## src/design/wimax_bist_pkg.sv

```systemverilog
/* WiMAX BIST shared definitions
   Block sizes, golden stage vectors, LED field map and run states */

package wimax_bist_pkg;

    // ========================================
    // Sizes and counts
    // ========================================
    localparam int prbs_block_bits  = 96;      // Randomizer block
    localparam int fec_block_bits   = 192;     // FEC and interleaver block
    localparam int num_packets      = 5;       // Blocks per checker run
    localparam int debounce_default = 500_000; // Key filter length in cycles

    // ========================================
    // Golden vectors, MSB sent first
    // ========================================
    // Randomizer input block from the 802.16 example
    localparam logic [prbs_block_bits-1:0] golden_prbs_in = {
        32'h4529c479, 32'had0f5528, 32'had87b576
    };
    // Randomizer output
    localparam logic [prbs_block_bits-1:0] golden_prbs_out = {
        32'hd4baa112, 32'hf2749630, 32'h27d4889c
    };
    // Rate 1/2 encoded block
    localparam logic [fec_block_bits-1:0] golden_fec_out = {
        32'h29c219fd, 32'hd636a7c9,
        32'h6136fb59, 32'h2bc2d9ef,
        32'h35d546aa, 32'he5c277de
    };
    // After both permutation steps
    localparam logic [fec_block_bits-1:0] golden_interleaver_out = {
        32'h77fa4f17, 32'h4e3ee670,
        32'he8cd3f76, 32'h90c42cdb,
        32'hf9b7fb43, 32'h6cf19abd
    };

    // LED word layout
    localparam int led_pass_lsb = 0;    // Three pass bits
    localparam int led_done_lsb = 3;    // Three done bits
    localparam int led_en_bit   = 6;
    localparam int led_width    = 7;

    typedef enum logic [1:0] {run_idle, run_active, run_stopped} run_state_t;

endpackage

```

## src/design/key_debouncer.sv

```systemverilog
/* Start key debouncer
   Filters the raw active-low key and emits one pulse per accepted press */

`timescale 1ns/1ps

module key_debouncer #(
    parameter int debounce_cycles = wimax_bist_pkg::debounce_default
) (
    input  logic clk_100,
    input  logic reset_N,
    input  logic start_key,     // Raw key, active low, bouncy
    output logic start_pulse    // One cycle wide
);

    localparam int cnt_w = $clog2(debounce_cycles + 1);
    localparam logic [cnt_w-1:0] cnt_max = cnt_w'(debounce_cycles);

    logic [cnt_w-1:0] diff_cnt;     // Cycles the key has differed
    logic             key_stable;   // Accepted key level
    logic             key_stable_q; // Previous accepted level

    // ========================================
    // Level filter
    // ========================================
    always_ff @(posedge clk_100 or negedge reset_N) begin
        if (!reset_N) begin
            diff_cnt   <= '0;
            key_stable <= 1'b1;     // Key released
        end else if (start_key != key_stable) begin
            if (diff_cnt < cnt_max) begin
                diff_cnt <= diff_cnt + 1'b1;
            end else begin
                key_stable <= start_key;   // Held long enough
                diff_cnt   <= '0;
            end
        end else begin
            diff_cnt <= '0;         // Glitch over, start again
        end
    end

    // ========================================
    // Press edge
    // ========================================
    always_ff @(posedge clk_100 or negedge reset_N) begin
        if (!reset_N) begin
            key_stable_q <= 1'b1;
            start_pulse  <= 1'b0;
        end else begin
            key_stable_q <= key_stable;
            start_pulse  <= key_stable_q & ~key_stable;  // High to low only
        end
    end

endmodule

```

## src/design/bist_control.sv

```systemverilog
/* BIST run control
   Holds the run state and drives the load pulse and enable level */

`timescale 1ns/1ps

module bist_control (
    input  logic clk_100,
    input  logic reset_N,
    input  logic start_pulse,       // Debounced press
    input  logic continuous_mode,   // High keeps the chain running
    input  logic all_done,          // Every checker finished
    output logic load,              // One cycle after a press
    output logic en                 // Chain enable level
);

    import wimax_bist_pkg::*;

    run_state_t run_state;
    logic       stop_now;           // Single-shot run complete

    assign stop_now = all_done && !continuous_mode;

    always_ff @(posedge clk_100 or negedge reset_N) begin
        if (!reset_N) begin
            run_state <= run_idle;
            load      <= 1'b0;
            en        <= 1'b0;
        end else begin
            // Every press reloads the chain, whatever the state
            load <= start_pulse;

            case (run_state)
                run_idle: begin
                    en <= 1'b0;
                    if (start_pulse) begin
                        run_state <= run_active;
                    end
                end
                run_active: begin
                    en <= !stop_now;            // Rises one cycle after load
                    if (stop_now) begin
                        run_state <= run_stopped;
                    end
                end
                run_stopped: begin
                    en <= 1'b0;                 // Stays down until reset
                end
                default: begin
                    run_state <= run_idle;
                    en        <= 1'b0;
                end
            endcase
        end
    end

endmodule

```

## src/design/golden_source.sv

```systemverilog
/* Golden source for the randomizer input
   Serializes the reference block MSB first and repeats it */

`timescale 1ns/1ps

module golden_source (
    input  logic clk_100,
    input  logic reset_N,
    input  logic en,
    input  logic src_ready,     // Chain can take a bit
    output logic src_data       // Current bit, no latency
);

    import wimax_bist_pkg::*;

    localparam int idx_w = $clog2(prbs_block_bits);
    localparam logic [idx_w-1:0] idx_top = idx_w'(prbs_block_bits - 1);

    logic [idx_w-1:0] bit_idx;  // Counts down from the MSB
    logic             advance;

    assign advance = en && src_ready;

    always_ff @(posedge clk_100 or negedge reset_N) begin
        if (!reset_N) begin
            bit_idx <= idx_top;
        end else if (advance) begin
            bit_idx <= (bit_idx == '0) ? idx_top : bit_idx - 1'b1;  // Wrap to MSB
        end
    end

    assign src_data = golden_prbs_in[bit_idx];

endmodule

```

## src/design/block_checker.sv

```systemverilog
/* Serial stage checker
   Compares a tap stream against its golden block over a fixed packet count */

`timescale 1ns/1ps

module block_checker #(
    parameter int                    block_bits = wimax_bist_pkg::prbs_block_bits,
    parameter logic [block_bits-1:0] golden     = wimax_bist_pkg::golden_prbs_out
) (
    input  logic clk_100,
    input  logic reset_N,
    input  logic tap_data,      // Serial stage output
    input  logic tap_valid,
    output logic pass,          // Sticky, low after any bad block
    output logic done           // All packets seen
);

    import wimax_bist_pkg::*;

    localparam int idx_w = $clog2(block_bits);
    localparam int pkt_w = (num_packets > 1) ? $clog2(num_packets) : 1;
    localparam logic [idx_w-1:0] idx_top  = idx_w'(block_bits - 1);
    localparam logic [pkt_w-1:0] pkt_last = pkt_w'(num_packets - 1);

    logic [idx_w-1:0] bit_idx;  // Expected bit position, MSB first
    logic [pkt_w-1:0] pkt_cnt;  // Blocks already checked
    logic             blk_err;  // Earlier bit of this block was wrong
    logic             bit_miss; // Current bit is wrong
    logic             take;     // Bit consumed this cycle

    assign take     = tap_valid && !done;
    assign bit_miss = (tap_data != golden[bit_idx]);

    // ========================================
    // Bit compare and block bookkeeping
    // ========================================
    always_ff @(posedge clk_100 or negedge reset_N) begin
        if (!reset_N) begin
            bit_idx <= idx_top;
            pkt_cnt <= '0;
            blk_err <= 1'b0;
            pass    <= 1'b1;
            done    <= 1'b0;
        end else if (take) begin
            if (bit_idx == '0) begin
                // Last bit counts against this block too
                if (blk_err || bit_miss) begin
                    pass <= 1'b0;
                end
                if (pkt_cnt == pkt_last) begin
                    done <= 1'b1;               // Ignore the tap from now on
                end else begin
                    pkt_cnt <= pkt_cnt + 1'b1;
                end
                bit_idx <= idx_top;
                blk_err <= 1'b0;                // Fresh block
            end else begin
                bit_idx <= bit_idx - 1'b1;
                if (bit_miss) begin
                    blk_err <= 1'b1;
                end
            end
        end
    end

endmodule

```

## src/design/wimax_bist_top.sv

```systemverilog
/* WiMAX transmitter BIST harness
   Feeds the chain, checks three stage taps and reports on a status LED word */

`timescale 1ns/1ps

module wimax_bist_top #(
    parameter int debounce_cycles = wimax_bist_pkg::debounce_default
) (
    input  logic                               clk_100,
    input  logic                               reset_N,
    input  logic                               start_key,       // Active low
    input  logic                               continuous_mode,
    output logic                               load,
    output logic                               en,
    // Chain input
    output logic                               src_data,
    output logic                               src_valid,
    input  logic                               src_ready,
    // Stage taps
    input  logic                               prbs_data,
    input  logic                               prbs_valid,
    input  logic                               fec_data,
    input  logic                               fec_valid,
    input  logic                               inter_data,
    input  logic                               inter_valid,
    output logic [wimax_bist_pkg::led_width-1:0] status_leds
);

    import wimax_bist_pkg::*;

    logic start_pulse;
    logic all_done;
    logic prbs_pass, prbs_done;
    logic fec_pass, fec_done;
    logic inter_pass, inter_done;

    // ========================================
    // Key and run control
    // ========================================
    key_debouncer #(.debounce_cycles(debounce_cycles)) key_debouncer_inst (
        .clk_100(clk_100), .reset_N(reset_N),
        .start_key(start_key), .start_pulse(start_pulse)
    );

    assign all_done = prbs_done && fec_done && inter_done;

    bist_control bist_control_inst (
        .clk_100(clk_100), .reset_N(reset_N),
        .start_pulse(start_pulse), .continuous_mode(continuous_mode),
        .all_done(all_done), .load(load), .en(en)
    );

    // ========================================
    // Source and stage checkers
    // ========================================
    golden_source golden_source_inst (
        .clk_100(clk_100), .reset_N(reset_N),
        .en(en), .src_ready(src_ready), .src_data(src_data)
    );

    assign src_valid = en;      // Source always has a bit

    block_checker #(.block_bits(prbs_block_bits), .golden(golden_prbs_out)) prbs_checker (
        .clk_100(clk_100), .reset_N(reset_N), .tap_data(prbs_data),
        .tap_valid(prbs_valid), .pass(prbs_pass), .done(prbs_done)
    );

    block_checker #(.block_bits(fec_block_bits), .golden(golden_fec_out)) fec_checker (
        .clk_100(clk_100), .reset_N(reset_N), .tap_data(fec_data),
        .tap_valid(fec_valid), .pass(fec_pass), .done(fec_done)
    );

    block_checker #(
        .block_bits(fec_block_bits),
        .golden(golden_interleaver_out)
    ) interleaver_checker (
        .clk_100(clk_100), .reset_N(reset_N), .tap_data(inter_data),
        .tap_valid(inter_valid), .pass(inter_pass), .done(inter_done)
    );

    // LED word, randomizer in the low bit of each field
    assign status_leds[led_pass_lsb +: 3] = {inter_pass, fec_pass, prbs_pass};
    assign status_leds[led_done_lsb +: 3] = {inter_done, fec_done, prbs_done};
    assign status_leds[led_en_bit]        = en;

endmodule

```

## config.mk

```make
export PLATFORM = sky130hd
export DESIGN_NAME = wimax_bist_top
export DESIGN_NICKNAME = d
export VERILOG_FILES = /design/src/design/wimax_bist_pkg.sv /design/src/design/key_debouncer.sv /design/src/design/bist_control.sv /design/src/design/golden_source.sv /design/src/design/block_checker.sv /design/src/design/wimax_bist_top.sv
export SDC_FILE = /design/constraint.sdc
export NUM_CORES = 1
export LEC_CHECK = 0
export BUFFER_PORTS_ARGS = -buffer_cell sky130_fd_sc_hd__buf_4
export CAP_MARGIN = 30
export CORE_ASPECT_RATIO = 2
export CORE_MARGIN = 3
export CORE_UTILIZATION = 56
export CTS_CLUSTER_SIZE = 40
export DETAILED_ROUTE_END_ITERATION = 8
export GPL_TIMING_DRIVEN = 0
export HOLD_SLACK_MARGIN = 0.06
export MAX_ROUTING_LAYER = met4
export PLACE_DENSITY_LB_ADDON = 0.25
export SYNTH_ARGS = -nofsm -noshare
export SYNTH_HDL_FRONTEND = slang
export SYNTH_SLANG_ARGS = --single-unit
```

## constraint.sdc

```tcl
create_clock -name clk_100 -period 2.49 [get_ports clk_100]
set_clock_uncertainty 0.2 [all_clocks]
set_input_delay 0.249 -clock clk_100 [delete_from_list [all_inputs] [get_ports clk_100]]
set_output_delay 0.249 -clock clk_100 [all_outputs]
set_load 0.01 [all_outputs]
```

## After elaboration in Yosys (flattened, before gate mapping)

Memory sizes are Yosys's and may differ from the RTL's.
Cells that the tools add are included.

| storage, ports and cells | value |
|---|---|
| flip-flop bits (word level) | 74 |
| latch bits | 0 |
| bits in writable memories | 0 |
| bits in read-only memories | 768 |
| input bits | 11 |
| output and inout port bits | 11 |
| logic and storage cells | 115 |
| memories kept | 4 |

Memories:

| name | words | bits a word | rd ports | clocked after memory_dff | wr ports | line | source |
|---|---|---|---|---|---|---|---|
| (no name shown) | 256 | 1 | 1 | 0 | 0 | block_checker.sv:32 | `assign bit_miss = (tap_data != golden[bit_idx]);` |
| (no name shown) | 256 | 1 | 1 | 0 | 0 | block_checker.sv:32 |  |
| (no name shown) | 128 | 1 | 1 | 0 | 0 | block_checker.sv:32 |  |
| (no name shown) | 128 | 1 | 1 | 0 | 0 | golden_source.sv:32 | `assign src_data = golden_prbs_in[bit_idx];` |

| cells by class | value |
|---|---|
| add/sub/neg operators | 8 |
| $mul | 0 |
| divide/modulo/power cells | 0 |
| order comparisons | 5 |
| eq/ne operators | 11 |
| shift operators | 0 |
| mux-type cells | 20 |
| bitwise operators | 7 |
| reduce and logical (&&, ||, !) cells | 37 |

Operators by type and width:

| operator | count |
|---|---|
| 2-to-1 mux 19 bit | 2 |
| AND reduction 3 bit | 10 |
| adder 19 x 1 -> 19 bit, second input constant | 1 |
| less-than comparator 19 bit, second input constant | 1 |
| less-than comparator 8 x 9 -> 1 bit, second input constant | 2 |
| zero test 8 bit | 2 |
| less-than comparator 7 x 8 -> 1 bit, second input constant | 2 |
| 2-to-1 mux 8 bit | 2 |
| subtractor 8 x 1 -> 8 bit, second input constant | 2 |
| zero test 7 bit | 2 |
| 2-to-1 mux 7 bit | 2 |
| subtractor 7 x 1 -> 7 bit, second input constant | 2 |
| 2-to-1 mux 1 bit | 11 |
| adder 3 x 1 -> 3 bit, second input constant | 3 |
| equality test 3 bit, second input constant | 3 |
| AND reduction 2 bit | 4 |
| logical AND 1 bit | 7 |
| inverter 1 bit | 6 |
| case mux 2 bit (3 select lines) | 1 |
| nonzero test 2 bit | 3 |
| zero test 1 bit | 5 |
| 2-to-1 mux 2 bit | 2 |
| != test 1 bit | 4 |
| logical OR 1 bit | 3 |
| 6 further kinds | 6 |

## Longest topological paths before layout

| logic depth | value |
|---|---|
| word-level depth | 5 |
| depth in mapped cells | 10 |

## By module

From an unflattened synthesis, not the netlist that was laid out.

| unflattened totals | value |
|---|---|
| cells, all modules | 578 |
| area, all modules | 5376.4 µm² |

Modules (own cells, without submodules):

| module | times used | cells an instance | area each (µm²) | seq. area each (µm²) |
|---|---|---|---|---|
| block_checker at interleaver_checker | 1 | 147 | 1271.2 | 360.3 |
| block_checker at fec_checker | 1 | 134 | 1179.9 | 360.3 |
| key_debouncer | 1 | 101 | 1092.3 | 553.0 |
| block_checker at prbs_checker | 1 | 106 | 1011.0 | 334.1 |
| golden_source | 1 | 69 | 605.6 | 182.7 |
| bist_control | 1 | 12 | 150.1 | 100.1 |
| wimax_bist_top | 1 | 9 | 66.3 | 0.0 |

## Worst setup path before layout

No wires, ideal clock.

| timing | value |
|---|---|
| path type | reg-to-reg |
| start | register fec_checker.bit_idx[0] |
| end | register fec_checker.blk_err |
| library setup time | 122 ps |
| arrival | 2325 ps |
| data required time | 2168 ps |
| path slack | -157 ps |
| stages on the path, launching flop included | 11 |
| clock period less this slack | 2647 ps |
| cells stage by stage | dfstp_2 inv_1 ha_1 clkbuf_1 mux2_2 nand2_1 a21oi_1 a2111oi_0 a2111o_1 mux2i_1 nor2_1 |

| on the way | value |
|---|---|
| cells in the longest elaborated chain, start to end | 5 |
| elaborated cells on any way between the ends | 7 |
| classes of those cells | eq/ne (1); mux (2); reduce/logical (3); memory (1) |

RTL lines:

| element | line | source |
|---|---|---|
| from (decl) | block_checker.sv:25 | `logic [idx_w-1:0] bit_idx;` |
| from (signal assigned) | block_checker.sv:39 | `bit_idx <= idx_top;` |
| from (signal assigned) | block_checker.sv:55 | `bit_idx <= idx_top;` |
| from (signal assigned) | block_checker.sv:58 | `bit_idx <= bit_idx - 1'b1;` |
| memory read (256 x 1 bit) | n/a |  |
| 2-to-1 mux 1 bit (not written as such) | block_checker.sv:32 |  |
| != test 1 bit | block_checker.sv:32 |  |
| nonzero test 2 bit (no source line) | n/a |  |
| AND reduction 2 bit (no source line) | n/a |  |
| to (signal assigned) | block_checker.sv:41 | `blk_err <= 1'b0;` |
| to (signal assigned) | block_checker.sv:56 | `blk_err <= 1'b0;` |
| to (signal assigned) | block_checker.sv:60 | `blk_err <= 1'b1;` |
| to (decl) | block_checker.sv:27 | `logic blk_err;` |

Parallel ways exist; a longest one is shown, timed or not. The select of a mux whose other input is x is not followed.
A chain may end at the register's enable or synchronous reset.

## Worst setup path in the final report

| timing | value |
|---|---|
| start | register golden_source_inst.bit_idx[2] |
| end | output src_data |

| on the way | value |
|---|---|
| cells in the longest elaborated chain, start to end | 2 |

RTL lines:

| element | line | source |
|---|---|---|
| from (decl) | golden_source.sv:19 | `logic [idx_w-1:0] bit_idx;` |
| from (signal assigned) | golden_source.sv:26 | `bit_idx <= idx_top;` |
| from (signal assigned) | golden_source.sv:28 | `bit_idx <= (bit_idx == '0) ? idx_top : bit_idx - 1'b1;` |
| memory read (128 x 1 bit) | n/a |  |
| 2-to-1 mux 1 bit (not written as such) | golden_source.sv:32 |  |
| to (decl) | wimax_bist_top.sv:16 | `output logic src_data,` |

No other way between the ends. The select of a mux whose other input is x is not followed.

==> impl_metrics.py <==
metrics = {
    "clock_tree": {
        "clkSlewWorstSetupHoldPaths_ps": 60,
        "htreeDepth": 3,
        "clk_latency_ps": 340,
        "cts_tree": "built",
        "cts-buffers-inserted": 9,
        "root_buffer": "clkbuf_16",
        "cts_sinks": 74,
        "cts_max_path_buffers": 2,
    },
    "floorplanning": {
        "io_pins": 22,
        "die_area_sq_um": 10300,
        "die_width_um": 73.4,
        "core_area_sq_um": 8770,
        "die_h_um": 141,
        "rows": 48,
        "initial_core_util_pct": 58.1,
    },
    "run_status": {
        "violations": "negative setup slack",
        "status": "finished with violations",
    },
    "critical_path": {
        "critPathMaxFanout": 4,
        "crit_type": "reg2out",
        "cpPeakStageDelay_ps": 580,
        "crit_path_end_kind": "output pin",
        "crit_required_ps": 2040,
        "path_cells": "nor2b_4 -> mux2_4 -> mux4_2 -> a21oi_2 -> buf_4",
        "cp_slowest_cell": "dfstp_2",
        "critPathLaunchType": "register",
        "cp.arrival_ps": 2130,
    },
    "route": {
        "wl_met3_um": 282,
        "wl_mm": 11.6,
        "drtPass1Iterations": 4,
        "top_layer": "met4",
        "wl_met1_mm": 4.47,
        "dr_total_vias": 4288,
        "drtIter0Drc": 190,
        "wl_met2_mm": 6.46,
        "post_drt_via_cell_ratio": 6.01,
        "wire_per_inst_um": 16.3,
        "final_antenna_net_count": 0,
        "post-route-drc-count": 0,
    },
    "job": {
        "maxCapViolCount": 0,
    },
    "sta": {
        "rsz0062_at_grt": "yes",
        "whs_ps": 95.5,
        "slew_violations": 0,
        "clock.fmax_ghz": 0.388,
        "setup_viol": 3,
        "worst_slew_pin_slew_ps": 909,
        "slew_headroom_pct": 39.4,
        "setup_ws_ps": -88.6,
        "setup_tns_ps": -111,
        "finalCriticalPeriod_ps": 2580,
        "finalCritPeriodShare_pct": 104,
        "hold_viol": 0,
    },
    "yosys": {
        "ys.flop_type": "dfrtp_1",
        "syn_inst": 554,
        "syn_avg_cell_area_sq_um": 9.19,
        "synth_common_cells": "61 x nand2_1, 52 x nor2_1, 43 x dfrtp_1",
        "synth_top_area_share_pct": 21.1,
        "yosysTopAreaCell": "dfrtp_1",
        "synthesis.nets": 601,
        "yosys.cell_types.count": 58,
        "async_flop_share_pct": 100,
        "yosysMostFrequentCell": "nand2_1",
        "synth_edf_count": 0,
        "netlist_area_sq_um": 5090,
        "ys_seq_elements": 74,
        "synthTopCellsByArea": "dfrtp_1 21%, dfstp_2 16%, ha_1 8.8%, nand2_1 4.5%, nor2_1 3.8%",
        "ys_warn_count": 0,
        "seq_area_frac_synth_pct": 37.1,
    },
    "layout": {
        "drive_gt1_share_pct": 27.2,
        "insertedDiodeCount": 0,
        "syn2layout_area_growth_pct": 19.6,
        "fin_area_sq_um": 6090,
        "finalNetCount": 655,
    },
    "power": {
        "p_leak_nw": 2.61,
        "p_per_area_nw_per_um2": 1110,
        "peakVddDrop_uv": 650,
    },
    "grt": {
        "track_usage_pct": 24.3,
        "antenna_found_initial": 0,
        "gr-total-overflow": 0,
        "grt_pass1_vias": 4306,
        "grt_pass1_wl_mm": 19.3,
        "grt_start_max_net_pins": 75,
    },
    "placed_design": {
        "hpwl_mm": 8.21,
        "placedInstanceArea_sq_um": 5400,
        "port_buffers": 21,
        "place_congestion": 1.02,
    },
    "worst_hold_path": {
        "hp-class": "in2reg",
    },
}
## where the power goes
group / switching (W) / internal, W / total (W)
combinational: 0.00182 / 0.00160 / 0.00343
sequential: 0.000307 / 0.00160 / 0.00190
clock: 0.000514 / 0.000906 / 0.00142
## per-stage QoR
stage / util [%] / setup WS [ps] / cells / power (W)
floorplan: - / 9.01 / 554 / 0.00411
global placement: 61.6 / -285 / 675 / 0.00473
detailed placement: 61.6 / -259 / 675 / 0.00481
CTS: 68.5 / -48.3 / 709 / 0.00658
global route: 69.5 / -139 / 713 / 0.00718
finish: 69.5 / -88.6 / 713 / 0.00675
## critical path: cells and delay by family (launching register included)
kind,cells,cell delay (ps)
AOI/OAI and AO/OA,1,150
buffers and inverters,1,130
DFF,1,580
muxes,2,770
and+or+nand+nor,1,160
## state kept, by name (all words and copies together), names as in the netlist, 2 cells and up
register / cells
fec_checker.bit_idx: 8
golden_source_inst.bit_idx: 7
bist_control_inst.run_state: 2
fec_checker.pkt_cnt: 3
interleaver_checker.bit_idx: 8
prbs_checker.bit_idx: 7
prbs_checker.pkt_cnt: 3
key_debouncer_inst.diff_cnt: 19
interleaver_checker.pkt_cnt: 3
## cell families after synthesis
group,synth area share (%)
simple gates,21.1
compound gates,13.9
flops,37.1
buf+inv,5.31
fa+ha+maj,8.85
mux,8.01
xor+xnor,5.68
## placed cells by master, fill, tap and decap left out, drive strengths merged, types with 3 or more instances in the layout
cell | synthesis | final
nand2 | 61 | 61
buf | 18 | 57
nor2 | 53 | 53
dfrtp | 43 | 43
ha | 36 | 36
dfstp | 31 | 31
a21oi | 28 | 28
inv | 24 | 25
o21ai | 21 | 21
clkbuf | 13 | 21
xor2 | 17 | 17
nand3 | 16 | 16
xnor2 | 16 | 16
mux2i | 16 | 16
nor2b | 15 | 15
nor3 | 14 | 14
nand2b | 14 | 14
mux2 | 14 | 14
o211ai | 10 | 10
nand4 | 9 | 9
a31oi | 9 | 9
o221ai | 7 | 7
a211o | 6 | 6
dlygate4sd3 | 0 | 6
and2 | 5 | 5
nand3b | 5 | 5
nor4 | 5 | 5
and3 | 5 | 5
a211oi | 5 | 5
mux4 | 4 | 4
or2 | 4 | 4
o311ai | 4 | 4
o31ai | 3 | 3
nor3b | 3 | 3
o21bai | 3 | 3
## path summary, 6_finish.rpt
path                                                start                 endpoint  slack [ps]  cells after the start
min in group asynchronous                         reset_N     prbs_checker.blk_err         380                      2
setup reg to reg                   fec_checker.bit_idx[0]      fec_checker.blk_err         -20                      9
hold reg to reg            key_debouncer_inst.start_pulse   bist_control_inst.load         170                      0
max in group asynchronous                         reset_N   fec_checker.pkt_cnt[1]        1110                      2
setup / recovery            golden_source_inst.bit_idx[2]                 src_data         -90                      5
hold / removal                                 prbs_valid  prbs_checker.bit_idx[1]         100                      3
## cell type report
class | count | area (sq um)
fill | 706 | 2680
multi-input combinational | 424 | 3110
inverter | 25 | 104
tap | 100 | 125
clock inverter | 6 | 88.8
buffer | 29 | 176
timing repair buffer | 45 | 357
sequential | 74 | 1890
clock buffer | 10 | 239
## metal layers
layer,vias up,global-route usage (%)
met5,-,-
met4,0,12.6
met3,35,3.28
li1,2054,-
met2,100,43.1
met1,2099,25.1
## what timing repair did
action | 4_1_cts | 5_1_grt
hold buffers | 6 | 0
endpoints found under the setup margin | 6 | 9
pin swaps | 7 | 8
resized for setup | 33 | 20
buffers inserted | 13 | 5
endpoints found under the hold margin | 48 | 0
(Power assumes the default switching activity.)
